## src/include/la32_opcodes.svh

```systemverilog
`ifndef LA32_OPCODES_SVH
`define LA32_OPCODES_SVH

// 2RI14 format, opcode in bits 31..24
`define LA32_OP_LL_W    8'h20
`define LA32_OP_SC_W    8'h21

// 2RI12 format, opcode in bits 31..22
`define LA32_OP_SLTI    10'h008
`define LA32_OP_SLTUI   10'h009
`define LA32_OP_ADDI_W  10'h00a
`define LA32_OP_ANDI    10'h00d
`define LA32_OP_ORI     10'h00e
`define LA32_OP_XORI    10'h00f
`define LA32_OP_LD_W    10'h0a2
`define LA32_OP_ST_W    10'h0a6

// 3R format, opcode in bits 31..15
`define LA32_OP_ADD_W   17'h00020
`define LA32_OP_SUB_W   17'h00022
`define LA32_OP_SLT     17'h00024
`define LA32_OP_SLTU    17'h00025
`define LA32_OP_AND     17'h00029
`define LA32_OP_OR      17'h0002a
`define LA32_OP_XOR     17'h0002b

`endif

```

## src/rtl/decode_pkg.sv

```systemverilog
`default_nettype none

package decode_pkg;

    // widths fixed by the LA32 instruction set
    typedef logic [31:0] instr_t;
    typedef logic [31:0] pc_t;
    typedef logic [31:0] data_t;
    typedef logic [4:0]  gpr_addr_t;
    typedef logic [7:0]  alu_op_t;
    typedef logic [2:0]  alu_sel_t;

    // alu operation codes
    localparam alu_op_t ALU_OP_NOP  = 8'h00;
    localparam alu_op_t ALU_OP_ADD  = 8'h01;
    localparam alu_op_t ALU_OP_SUB  = 8'h02;
    localparam alu_op_t ALU_OP_SLT  = 8'h03;
    localparam alu_op_t ALU_OP_SLTU = 8'h04;
    localparam alu_op_t ALU_OP_AND  = 8'h05;
    localparam alu_op_t ALU_OP_OR   = 8'h06;
    localparam alu_op_t ALU_OP_XOR  = 8'h07;
    localparam alu_op_t ALU_OP_LD_W = 8'h08;
    localparam alu_op_t ALU_OP_ST_W = 8'h09;
    localparam alu_op_t ALU_OP_LL   = 8'h0a;
    localparam alu_op_t ALU_OP_SC   = 8'h0b;

    // result class select
    localparam alu_sel_t ALU_SEL_NOP   = 3'd0;
    localparam alu_sel_t ALU_SEL_ARITH = 3'd1;
    localparam alu_sel_t ALU_SEL_LOGIC = 3'd2;
    localparam alu_sel_t ALU_SEL_MOVE  = 3'd3;
    localparam alu_sel_t ALU_SEL_MEM   = 3'd4;

    typedef struct packed {
        pc_t    pc;
        instr_t instr;
    } fetch_pkt_t;

    // one format decoder's verdict, all zero on a miss
    typedef struct packed {
        logic      hit;
        logic      rj_valid;
        logic      rk_valid;
        gpr_addr_t rj;
        gpr_addr_t rk;
        data_t     imm;
        logic      wr_valid;
        gpr_addr_t rd;
        alu_op_t   aluop;
        alu_sel_t  alusel;
    } dec_result_t;

    typedef struct packed {
        pc_t       pc;
        logic      illegal;
        logic      rj_valid;
        logic      rk_valid;
        gpr_addr_t rj;
        gpr_addr_t rk;
        data_t     imm;
        logic      wr_valid;
        gpr_addr_t rd;
        alu_op_t   aluop;
        alu_sel_t  alusel;
    } decoded_pkt_t;

endpackage

`default_nettype wire

```

## src/rtl/decode_output_stage.sv

```systemverilog
`default_nettype none

module decode_output_stage (
    input  logic                     clk_i,
    input  logic                     rst_n_i,
    input  logic                     head_valid_i,
    input  decode_pkg::pc_t          head_pc_i,
    input  decode_pkg::dec_result_t  res_2ri14_i,
    input  decode_pkg::dec_result_t  res_2ri12_i,
    input  decode_pkg::dec_result_t  res_3r_i,
    output logic                     head_ready_o,
    output logic                     dec_valid_o,
    output decode_pkg::decoded_pkt_t dec_pkt_o,
    input  logic                     dec_ready_i
);

    import decode_pkg::*;

    dec_result_t  merged;
    decoded_pkt_t next_pkt;
    logic         load;

    // decoders are mutually exclusive and zero on a miss, so OR is enough
    assign merged = dec_result_t'(res_2ri14_i | res_2ri12_i | res_3r_i);

    // a miss leaves every decode field zero already
    always_comb begin
        next_pkt          = '0;
        next_pkt.pc       = head_pc_i;
        next_pkt.illegal  = !merged.hit;
        next_pkt.rj_valid = merged.rj_valid;
        next_pkt.rk_valid = merged.rk_valid;
        next_pkt.rj       = merged.rj;
        next_pkt.rk       = merged.rk;
        next_pkt.imm      = merged.imm;
        next_pkt.wr_valid = merged.wr_valid;
        next_pkt.rd       = merged.rd;
        next_pkt.aluop    = merged.aluop;
        next_pkt.alusel   = merged.alusel;
    end

    // take a new head if the register is empty or drains this cycle
    assign head_ready_o = !dec_valid_o || dec_ready_i;
    assign load         = head_valid_i && head_ready_o;

    always_ff @(posedge clk_i or negedge rst_n_i) begin
        if (!rst_n_i) begin
            dec_valid_o <= 1'b0;
        end else if (load) begin
            dec_valid_o <= 1'b1;
        end else if (dec_ready_i) begin
            dec_valid_o <= 1'b0;
        end
    end

    always_ff @(posedge clk_i) begin
        if (load) begin
            dec_pkt_o <= next_pkt;
        end
    end

endmodule

`default_nettype wire

```

## src/rtl/decode_top.sv

```systemverilog
`default_nettype none

module decode_top #(
    parameter int BUF_DEPTH = 2
) (
    input  logic                     clk_i,
    input  logic                     rst_n_i,
    input  logic                     fetch_valid_i,
    input  decode_pkg::fetch_pkt_t   fetch_pkt_i,
    output logic                     fetch_ready_o,
    output logic                     dec_valid_o,
    output decode_pkg::decoded_pkt_t dec_pkt_o,
    input  logic                     dec_ready_i
);

    import decode_pkg::*;

    logic        head_valid;
    logic        head_ready;
    fetch_pkt_t  head_pkt;
    dec_result_t res_2ri14;
    dec_result_t res_2ri12;
    dec_result_t res_3r;

    instr_buffer #(
        .BUF_DEPTH(BUF_DEPTH)
    ) u_instr_buffer (
        .clk_i       (clk_i),
        .rst_n_i     (rst_n_i),
        .in_valid_i  (fetch_valid_i),
        .in_pkt_i    (fetch_pkt_i),
        .in_ready_o  (fetch_ready_o),
        .head_valid_o(head_valid),
        .head_pkt_o  (head_pkt),
        .head_ready_i(head_ready)
    );

    // the three formats decode the buffer head in parallel
    decoder_2ri14 u_decoder_2ri14 (
        .instr_i (head_pkt.instr),
        .result_o(res_2ri14)
    );

    decoder_2ri12 u_decoder_2ri12 (
        .instr_i (head_pkt.instr),
        .result_o(res_2ri12)
    );

    decoder_3r u_decoder_3r (
        .instr_i (head_pkt.instr),
        .result_o(res_3r)
    );

    decode_output_stage u_decode_output_stage (
        .clk_i       (clk_i),
        .rst_n_i     (rst_n_i),
        .head_valid_i(head_valid),
        .head_pc_i   (head_pkt.pc),
        .res_2ri14_i (res_2ri14),
        .res_2ri12_i (res_2ri12),
        .res_3r_i    (res_3r),
        .head_ready_o(head_ready),
        .dec_valid_o (dec_valid_o),
        .dec_pkt_o   (dec_pkt_o),
        .dec_ready_i (dec_ready_i)
    );

endmodule

`default_nettype wire

```

## src/rtl/decoder_2ri12.sv

```systemverilog
`default_nettype none

`include "la32_opcodes.svh"

// 2RI12 layout: opcode[31:22] imm12[21:10] rj[9:5] rd[4:0]
module decoder_2ri12 (
    input  decode_pkg::instr_t      instr_i,
    output decode_pkg::dec_result_t result_o
);

    import decode_pkg::*;

    gpr_addr_t   rd;
    gpr_addr_t   rj;
    logic [11:0] imm_12;
    data_t       imm_sext;
    data_t       imm_zext;

    assign rd       = instr_i[4:0];
    assign rj       = instr_i[9:5];
    assign imm_12   = instr_i[21:10];
    assign imm_sext = {{20{imm_12[11]}}, imm_12};
    assign imm_zext = {20'b0, imm_12};

    always_comb begin
        result_o = '0;
        // defaults shared by every hit, cleared again on a miss
        result_o.hit      = 1'b1;
        result_o.rj_valid = 1'b1;
        result_o.rj       = rj;
        result_o.wr_valid = 1'b1;
        result_o.rd       = rd;
        result_o.imm      = imm_sext;
        case (instr_i[31:22])
            `LA32_OP_ADDI_W: begin
                result_o.aluop  = ALU_OP_ADD;
                result_o.alusel = ALU_SEL_ARITH;
            end
            `LA32_OP_SLTI: begin
                result_o.aluop  = ALU_OP_SLT;
                result_o.alusel = ALU_SEL_ARITH;
            end
            `LA32_OP_SLTUI: begin
                result_o.aluop  = ALU_OP_SLTU;
                result_o.alusel = ALU_SEL_ARITH;
            end
            // logic ops take the immediate unsigned
            `LA32_OP_ANDI: begin
                result_o.imm    = imm_zext;
                result_o.aluop  = ALU_OP_AND;
                result_o.alusel = ALU_SEL_LOGIC;
            end
            `LA32_OP_ORI: begin
                result_o.imm    = imm_zext;
                result_o.aluop  = ALU_OP_OR;
                result_o.alusel = ALU_SEL_LOGIC;
            end
            `LA32_OP_XORI: begin
                result_o.imm    = imm_zext;
                result_o.aluop  = ALU_OP_XOR;
                result_o.alusel = ALU_SEL_LOGIC;
            end
            `LA32_OP_LD_W: begin
                result_o.aluop  = ALU_OP_LD_W;
                result_o.alusel = ALU_SEL_MEM;
            end
            `LA32_OP_ST_W: begin
                // rd is the store source here, not a destination
                result_o.wr_valid = 1'b0;
                result_o.rd       = '0;
                result_o.rk_valid = 1'b1;
                result_o.rk       = rd;
                result_o.aluop    = ALU_OP_ST_W;
                result_o.alusel   = ALU_SEL_MEM;
            end
            default: begin
                result_o = '0;
            end
        endcase
    end

endmodule

`default_nettype wire

```

## src/rtl/decoder_2ri14.sv

```systemverilog
`default_nettype none

`include "la32_opcodes.svh"

// 2RI14 layout: opcode[31:24] imm14[23:10] rj[9:5] rd[4:0]
module decoder_2ri14 (
    input  decode_pkg::instr_t      instr_i,
    output decode_pkg::dec_result_t result_o
);

    import decode_pkg::*;

    gpr_addr_t   rd;
    gpr_addr_t   rj;
    logic [13:0] imm_14;
    data_t       imm_ext;

    assign rd     = instr_i[4:0];
    assign rj     = instr_i[9:5];
    assign imm_14 = instr_i[23:10];
    // word offset, sign extended then scaled by 4
    assign imm_ext = {{16{imm_14[13]}}, imm_14, 2'b00};

    always_comb begin
        result_o = '0;
        case (instr_i[31:24])
            `LA32_OP_LL_W: begin
                result_o.hit      = 1'b1;
                result_o.rj_valid = 1'b1;
                result_o.rj       = rj;
                result_o.imm      = imm_ext;
                result_o.wr_valid = 1'b1;
                result_o.rd       = rd;
                result_o.aluop    = ALU_OP_LL;
                result_o.alusel   = ALU_SEL_MOVE;
            end
            `LA32_OP_SC_W: begin
                result_o.hit      = 1'b1;
                result_o.rj_valid = 1'b1;
                result_o.rj       = rj;
                // store data comes from rd, carried in the rk slot
                result_o.rk_valid = 1'b1;
                result_o.rk       = rd;
                result_o.imm      = imm_ext;
                result_o.aluop    = ALU_OP_SC;
                result_o.alusel   = ALU_SEL_MEM;
            end
            default: begin
                result_o = '0;
            end
        endcase
    end

endmodule

`default_nettype wire

```

## src/rtl/decoder_3r.sv

```systemverilog
`default_nettype none

`include "la32_opcodes.svh"

// 3R layout: opcode[31:15] rk[14:10] rj[9:5] rd[4:0]
module decoder_3r (
    input  decode_pkg::instr_t      instr_i,
    output decode_pkg::dec_result_t result_o
);

    import decode_pkg::*;

    gpr_addr_t rd;
    gpr_addr_t rj;
    gpr_addr_t rk;
    logic      match;
    alu_op_t   aluop;
    alu_sel_t  alusel;

    assign rd = instr_i[4:0];
    assign rj = instr_i[9:5];
    assign rk = instr_i[14:10];

    // opcode to alu code lookup
    always_comb begin
        match  = 1'b1;
        aluop  = ALU_OP_NOP;
        alusel = ALU_SEL_NOP;
        case (instr_i[31:15])
            `LA32_OP_ADD_W: begin
                aluop  = ALU_OP_ADD;
                alusel = ALU_SEL_ARITH;
            end
            `LA32_OP_SUB_W: begin
                aluop  = ALU_OP_SUB;
                alusel = ALU_SEL_ARITH;
            end
            `LA32_OP_SLT: begin
                aluop  = ALU_OP_SLT;
                alusel = ALU_SEL_ARITH;
            end
            `LA32_OP_SLTU: begin
                aluop  = ALU_OP_SLTU;
                alusel = ALU_SEL_ARITH;
            end
            `LA32_OP_AND: begin
                aluop  = ALU_OP_AND;
                alusel = ALU_SEL_LOGIC;
            end
            `LA32_OP_OR: begin
                aluop  = ALU_OP_OR;
                alusel = ALU_SEL_LOGIC;
            end
            `LA32_OP_XOR: begin
                aluop  = ALU_OP_XOR;
                alusel = ALU_SEL_LOGIC;
            end
            default: begin
                match = 1'b0;
            end
        endcase
    end

    // all three registers used, no immediate
    always_comb begin
        result_o = '0;
        if (match) begin
            result_o.hit      = 1'b1;
            result_o.rj_valid = 1'b1;
            result_o.rk_valid = 1'b1;
            result_o.rj       = rj;
            result_o.rk       = rk;
            result_o.wr_valid = 1'b1;
            result_o.rd       = rd;
            result_o.aluop    = aluop;
            result_o.alusel   = alusel;
        end
    end

endmodule

`default_nettype wire

```

## src/rtl/instr_buffer.sv

```systemverilog
`default_nettype none

// BUF_DEPTH is a power of two, at least 2
module instr_buffer #(
    parameter int BUF_DEPTH = 2
) (
    input  logic                   clk_i,
    input  logic                   rst_n_i,
    input  logic                   in_valid_i,
    input  decode_pkg::fetch_pkt_t in_pkt_i,
    output logic                   in_ready_o,
    output logic                   head_valid_o,
    output decode_pkg::fetch_pkt_t head_pkt_o,
    input  logic                   head_ready_i
);

    import decode_pkg::*;

    localparam int IDX_W = $clog2(BUF_DEPTH);

    fetch_pkt_t     mem [BUF_DEPTH];
    // extra msb tells full from empty
    logic [IDX_W:0] wr_ptr;
    logic [IDX_W:0] rd_ptr;
    logic           empty;
    logic           full;
    logic           push;
    logic           pop;

    assign empty = (wr_ptr == rd_ptr);
    assign full  = (wr_ptr[IDX_W] != rd_ptr[IDX_W]) &&
                   (wr_ptr[IDX_W-1:0] == rd_ptr[IDX_W-1:0]);

    assign in_ready_o   = !full;
    assign head_valid_o = !empty;
    assign head_pkt_o   = mem[rd_ptr[IDX_W-1:0]];

    assign push = in_valid_i && in_ready_o;
    assign pop  = head_valid_o && head_ready_i;

    always_ff @(posedge clk_i or negedge rst_n_i) begin
        if (!rst_n_i) begin
            wr_ptr <= '0;
            rd_ptr <= '0;
        end else begin
            if (push) begin
                wr_ptr <= wr_ptr + 1'b1;
            end
            if (pop) begin
                rd_ptr <= rd_ptr + 1'b1;
            end
        end
    end

    always_ff @(posedge clk_i) begin
        if (push) begin
            mem[wr_ptr[IDX_W-1:0]] <= in_pkt_i;
        end
    end

endmodule

`default_nettype wire

```

## config.mk

```make
export PLATFORM = sky130hd
export DESIGN_NAME = decode_top
export DESIGN_NICKNAME = d
export VERILOG_FILES = /design/src/rtl/decode_pkg.sv /design/src/rtl/decode_output_stage.sv /design/src/rtl/decode_top.sv /design/src/rtl/decoder_2ri12.sv /design/src/rtl/decoder_2ri14.sv /design/src/rtl/decoder_3r.sv /design/src/rtl/instr_buffer.sv
export VERILOG_INCLUDE_DIRS = /design/src /design/src/include
export SDC_FILE = /design/constraint.sdc
export NUM_CORES = 1
export LEC_CHECK = 0
export BUFFER_PORTS_ARGS = -buffer_cell sky130_fd_sc_hd__buf_4
export CAP_MARGIN = 25
export CORE_MARGIN = 8
export CORE_UTILIZATION = 30
export DETAILED_ROUTE_END_ITERATION = 16
export GPL_TIMING_DRIVEN = 0
export PLACE_DENSITY = 0.5
export RECOVER_POWER = 25
export SLEW_MARGIN = 20
export SYNTH_ARGS = -nofsm -noshare
export SYNTH_HDL_FRONTEND = slang
export SYNTH_SLANG_ARGS = --single-unit
```

## constraint.sdc

```tcl
create_clock -name clk_i -period 9.4 [get_ports clk_i]
set_clock_uncertainty 0.05 [all_clocks]
set_input_delay 0.94 -clock clk_i [delete_from_list [all_inputs] [get_ports clk_i]]
set_output_delay 0.94 -clock clk_i [all_outputs]
set_load 0.005 [all_outputs]
```

==> results of run 1 <==
## path summary, 6_finish.rpt
check	start	end	slack, ns	depth (start not counted)
worst min-delay path	rst_n_i	u_instr_buffer.wr_ptr[1]$_DFFE_PN0P_	0.25	1
max in group asynchronous	rst_n_i	u_instr_buffer.wr_ptr[0]$_DFFE_PN0P_	8.81	1
worst max register to register	u_instr_buffer.rd_ptr[0]$_DFFE_PN0P_	u_decode_output_stage.dec_pkt_o[72]$_DFFE_PP_	6.36	10
worst min register to register	u_instr_buffer.wr_ptr[1]$_DFFE_PN0P_	u_instr_buffer.wr_ptr[1]$_DFFE_PN0P_	0.44	1
min in group clk_i	u_instr_buffer.wr_ptr[1]$_DFFE_PN0P_	u_instr_buffer.wr_ptr[1]$_DFFE_PN0P_	0.44	1
worst max-delay path	u_instr_buffer.rd_ptr[0]$_DFFE_PN0P_	u_decode_output_stage.dec_pkt_o[72]$_DFFE_PP_	6.36	10
## routing by layer
layer	track usage (%)	vias up	part of all wire, %
li1	-	2151	-
met5	0	-	0.31
met3	5.35	36	11
met2	18.9	187	46
met1	13.4	2239	40
met4	3.26	8	2.4
## worst register-to-register path, cell delays in order, from the launching register on
cell	delay (ns)
dfrtp_1	0.45
buf_6	0.16
buf_2	0.25
buf_4	0.25
xnor2_1	0.10
nor2b_1	0.17
a21oi_4	0.55
buf_16	0.24
buf_16	0.16
buf_16	0.18
buf_16	0.18
## layout make-up
cell class / count / area share [%]
clock buffers: 27 / 5.82
inverters: 7 / 0.250
flip-flops and latches: 207 / 58.9
clock inverters: 14 / 1.15
plain buffers: 32 / 2.06
well taps: 335 / 3.99
repair buffers: 167 / 12.7
multi-input cells: 206 / 15.2
## registers in the layout, indices dropped and copies added (netlist names)
register	flops
u_instr_buffer.mem	128
u_decode_output_stage.dec_pkt_o	74
u_instr_buffer.rd_ptr	2
u_instr_buffer.wr_ptr	2
u_decode_output_stage.dec_valid_o	1
## cell families after synthesis
group | after synthesis | share of synthesized area [%]
muxes | 60 | 8.07
DFF | 207 | 77.5
buffers and inverters | 39 | 3.04
AOI/OAI and AO/OA | 58 | 5.43
xor gates and xnor gates | 7 | 0.767
other | 1 | 0.0469
and+or+nand+nor | 77 | 5.15
## placed cells by master (no fill, tap or decap), types with 3 or more instances in the layout
cell type	Yosys	layout
inv_1	7	7
buf_1	5	5
o211ai_1	3	3
nand2_1	13	13
xnor2_1	4	4
conb_1	1	4
nand2b_1	6	6
clkbuf_4	0	45
clkbuf_1	2	22
nand3_1	5	5
clkinv_1	0	8
xor2_1	3	3
buf_16	0	6
mux2_2	35	35
edfxtp_1	202	202
clkinv_2	0	3
mux2i_1	25	25
nor3_1	3	3
nand3b_1	3	3
buf_4	21	118
dfrtp_1	5	5
o22ai_1	18	18
o21ai_0	7	7
nor2_1	24	23
or3_1	4	4
clkbuf_16	0	24
nor2b_1	4	4
## report_power, final
part	switching [mW]	internal [mW]
Combinational	0.610	0.585
Clock	0.343	0.518
Sequential	0.129	1.47
Total	1.08	2.57
==> results.cfg, run 1 <==
[drt]
drt.antenna.violating_nets = 0
vias_per_cell = 4.64
drt_wl_total_um = 19200
detail_route.wl_per_cell_um = 19.3
vias = 4621
drc = 0
drtIter0Drc = 203
drt_pass1_iterations = 4

[timing]
report.final.slew_viol_count = 0
post-route-min-period_ns = 3.04
worst_slack_ns = 6.36
finalHoldViolCount = 0
holdWs_ns = 0.250
max_freq_ghz = 0.329
tightest_slew_ns = 0.815
rsz0062_at_grt = no
setup_violations = 0
max_slew_margin_pct = 45.6
period_share_pct = 32.4
setup_tns_ns = 0

[grt]
gr-usage-all-layers_pct = 11.5
grt_max_degree = 44
antenna_found_initial = 4
grt_remaining_overflow = 0
grt_pass1_wl_um = 28200
grt_pass1_vias = 4868

[final_layout]
fin_area_um2 = 10500
drive_above_1_share_pct = 38.0
nNetsFinal = 713
multi_input_area_um2 = 1600
post-route-util_pct = 40.2
register_area_um2 = 6190
nFillCells = 2447
synthToLayoutAreaGrowth_pct = 31.6
finalNonFillerCells = 995
diodes = 0

[synthesis]
synth_top_area_share_pct = 75.9
synth.area.top_cells = edfxtp_1, mux2_2, mux2i_1
synth.most_common_cell = edfxtp_1
ys_async_sr_fraction_pct = 2.42
syn_inst = 449
yosys.area.top_type = edfxtp_1
synth-seq-cells = 207
synth-seq-area-share_pct = 77.5
synth_edf_count = 202
synth.avg_cell_area_um2 = 17.8
yosysWarnings = 0
syn-cell-area_um2 = 7990
ys_types = 60
synthTopCellsByCount = edfxtp_1, mux2_2, mux2i_1
synth_flop_cell = edfxtp_1

[pwr]
peakVddDrop_v = 0.000152
leakagePower_nw = 3.87
total_power_mw = 3.65
p_per_area_nw_per_um2 = 347

[die]
rows = 59
coreArea_um2 = 26100
die_area_um2 = 32100
dieHeight_um = 179
io_pins = 164
start_util_pct = 30.6
dieWidth_um = 179

[placed_design]
place_ws_ns = 6.30
io_buffers = 159
dp_hpwl_um = 13900
placed_cells = 954
detailed_place.area_um2 = 9850
gp_congestion = 0.843

[setup_path]
worst-path-buf-inv = 7
cp-start-kind = flip-flop
cp_slowest_stage_delay_ns = 0.55
path_common_cell = buf_16
arrival_ns = 3.21
worst_setup_path_end_kind = flip-flop
cp_cell_sequence = buf_6 > buf_2 > buf_4 > xnor2_1 > nor2b_1 > a21oi_4 > buf_16 > buf_16 > buf_16 > buf_16
path_class = flip-flop to flip-flop
crit_family = buffers and inverters
cp_max_fo = 20
slowest_stage = a21oi_4
cp.required_ns = 9.56

[cts]
worst_skew_pair.late_latency_ns = 0.51
clk_pin_slew_worst_paths_ns = 0.06
cts_sinks = 207
clockBufferDepth = 3
cts_tree = built
ctsResizeCount = 0
root_buffer = clkbuf_16
post_cts_buffers = 0
numCtsBuffers = 24
cts.hold.buffers_added = 0
cts_max_level = 1

[job]
maxCapViolCount = 0

[outcome]
status = finished, final reports clean

[worst_hold_path]
hp-class = input port to async pin
Power figures use the tool's default switching activity.
==> inputs of run 2 (changes only) <==
--- a/config.mk
+++ b/config.mk
@@ -6,6 +6,7 @@
 export SDC_FILE = /design/constraint.sdc
 export NUM_CORES = 1
 export LEC_CHECK = 0
+export ABC_AREA = 1
 export BUFFER_PORTS_ARGS = -buffer_cell sky130_fd_sc_hd__buf_4
 export CAP_MARGIN = 25
 export CORE_MARGIN = 8
==> constraint.sdc (replaced) <==
create_clock -name clk_i -period 3.1 [get_ports clk_i]
set_clock_uncertainty 0.05 [all_clocks]
set_input_delay 0.31 -clock clk_i [delete_from_list [all_inputs] [get_ports clk_i]]
set_output_delay 0.31 -clock clk_i [all_outputs]
set_load 0.005 [all_outputs]
==> run 2 against run 1 <==
Against the previous run:
- count of clock-buffer cells in the layout grew 3
- synthesized area is 6.4% higher
- sequential power rose to 3.0 times the previous value
- synthesized cell count increased by 56%
- hold slack lost 0.21 ns
- power rose to 3.1 times the previous value
- clock power grew to 3.0 times the previous value
- core utilization up 1.8 points
- register-to-register slack lost 5.9 ns
- largest power group unchanged
==> results.cfg, run 2 <==
[outcome]
status = finished, final reports clean

[die]
coreArea_um2 = 27900
rows = 61
dieHeight_um = 184
io_pins = 164
start_util_pct = 30.5
die_area_um2 = 34000
dieWidth_um = 184

[placed_design]
gp_congestion = 0.810
dp_hpwl_um = 13900
detailed_place.area_um2 = 10400
io_buffers = 159

[final_layout]
register_area_um2 = 6190
fin_area_um2 = 11700
final_common_cell = nand2_1
layout_common_cells = nand2_1, edfxtp_1, buf_4, dlygate4sd3_1, clkbuf_4
post-route-util_pct = 42.0
nNetsFinal = 1030
nFillCells = 2662
largest_reg_flops = 128
drive_above_1_share_pct = 27.0
multi_input_area_um2 = 1900
synthToLayoutAreaGrowth_pct = 37.7

[timing]
finalHoldViolCount = 0
report.final.slew_viol_count = 0
max_freq_ghz = 0.385
setup_violations = 0
tightest_slew_ns = 0.578
period_share_pct = 83.8
rsz0062_at_grt = no
max_slew_margin_pct = 61.4
post-route-min-period_ns = 2.60

[synthesis]
synth-seq-area-share_pct = 72.8
synth_flop_cell = edfxtp_1
ys_async_sr_fraction_pct = 2.42
syn-cell-area_um2 = 8500
ys_types = 35
synth_top_area_share_pct = 71.4
synth_edf_count = 202
synth.avg_cell_area_um2 = 12.1
synthTopCellsByCount = nand2_1, edfxtp_1, inv_1, nor2_1, nand3_1
synth-seq-cells = 207
yosys.area.top_type = edfxtp_1
syn_inst = 701
synth.area.top_cells = edfxtp_1, nand2_1, buf_4
yosysWarnings = 0
synth.most_common_cell = nand2_1

[setup_path]
cp-start-kind = flip-flop
cp_slowest_stage_delay_ns = 0.48
slowest_stage = nor2_4
cp_cell_sequence = buf_6 > buf_6 > buf_2 > xnor2_1 > nand2_1 > nand2_1 > nor2_4 > buf_16 > buf_12
arrival_ns = 2.77
ff2ff_setup_slack_ns = 0.50
cp.required_ns = 3.27
path_class = flip-flop to flip-flop
worst_setup_path_end_kind = flip-flop
cp_max_fo = 23

[cts]
cts_sinks = 207
post_cts_buffers = 0
cts.hold.buffers_added = 66
worst_skew_pair.late_latency_ns = 0.52
numCtsBuffers = 24
clk_pin_slew_worst_paths_ns = 0.06
ctsResizeCount = 0
clockBufferDepth = 3
cts_tree = built
root_buffer = clkbuf_16
cts_max_level = 1

[drt]
drt_pass1_iterations = 4
drc = 0
drt_wl_total_um = 19700
vias = 5595
detail_route.wl_per_cell_um = 14.5
drtIter0Drc = 267
drt.antenna.violating_nets = 0
vias_per_cell = 4.13

[pwr]
peakVddDrop_v = 0.000469
leakagePower_nw = 4.97
p_per_area_nw_per_um2 = 981
total_power_mw = 11.5

[grt]
gr-usage-all-layers_pct = 11.3
grt_pass1_vias = 5595
antenna_found_initial = 4
grt_pass1_wl_um = 30100
grt_max_degree = 45
grt_remaining_overflow = 0

[job]
maxCapViolCount = 0

[worst_hold_path]
hp-class = input port to flip-flop
## run 2: changes by cell type after synthesis, moves of 8 or more
cell	previous run	this run
mux2i_1	25	0
o22ai_1	18	4
nand2_1	13	261
nor2_1	24	40
nand3_1	5	29
inv_1	7	40
mux2_2	35	0
nand2_2	0	14
nor2_2	1	9
## run 2: cell type report
class	count	share of cell area (%)
sequential	207	52.9
timing repair buffer	232	17.0
multi-input combinational	413	16.2
clock buffer	30	5.32
tap	378	4.04
buffer	37	2.20
inverter	47	1.57
clock inverter	11	0.738
antenna	1	0.0214
## run 2: logic make-up (layout without fill, tap and decap cells)
kind of cell	Yosys count	after routing	share of synthesized area, %
compound gates	29	29	2.27
xor+xnor	4	4	0.412
buf+inv	84	357	5.17
flops	207	207	72.8
other cells	1	5	0.0441
simple gates	376	376	19.3
## run 2: through the flow
| step | TNS (ns) | instances | hold WS (ns) | worst slack [ns] |
|---|---|---|---|---|
| finish | 0 | 1356 | 0.0362 | 0.503 |
| global route | 0 | 1356 | 0.0521 | 0.304 |
| CTS | 0 | 1355 | 0.000448 | 0.427 |
| detailed placement | 0 | 1248 | 0.0701 | 0.451 |
| global placement | -125.93 | 1241 | 0.0694 | -0.996 |
| floorplan | 0 | 704 | -0.0356 | 0.109 |
## run 2: power by group
group | internal, mW | switching, mW
Combinational | 1.66 | 2.45
Clock | 1.50 | 1.07
Sequential | 4.50 | 0.314
Total | 7.65 | 3.83
## run 2: final timing paths
| check | startpoint | to | depth (start not counted) |
|---|---|---|---|
| worst min register to register | u_instr_buffer.wr_ptr[1]$_DFFE_PN0P_ | u_instr_buffer.wr_ptr[1]$_DFFE_PN0P_ | 1 |
| worst min-delay path | dec_ready_i | u_decode_output_stage.dec_valid_o$_DFFE_PN0P_ | 4 |
| worst max register to register | u_instr_buffer.rd_ptr[0]$_DFFE_PN0P_ | u_instr_buffer.mem[1][47]$_DFFE_PP_ | 9 |
| worst max-delay path | u_instr_buffer.rd_ptr[0]$_DFFE_PN0P_ | u_instr_buffer.mem[1][47]$_DFFE_PP_ | 9 |
| max in group asynchronous | rst_n_i | u_instr_buffer.rd_ptr[0]$_DFFE_PN0P_ | 2 |
| min in group asynchronous | rst_n_i | u_decode_output_stage.dec_valid_o$_DFFE_PN0P_ | 2 |
## run 2: critical path: cells and delay by family (launching register included)
family / cells / cell delay [ns]
buf+inv: 5 / 0.92
simple gates: 3 / 0.76
flops: 1 / 0.39
xor+xnor: 1 / 0.16
## run 2: per-layer routing
metal | wire length, um | track usage, % | up-vias | share of wire, %
met5 | 31 | 0 | - | 0.16
met4 | 444 | 3.00 | 6 | 2.3
met3 | 1280 | 3.41 | 30 | 6.5
met2 | 9580 | 19.7 | 141 | 49
met1 | 8320 | 13.3 | 2551 | 42
li1 | - | - | 2867 | -
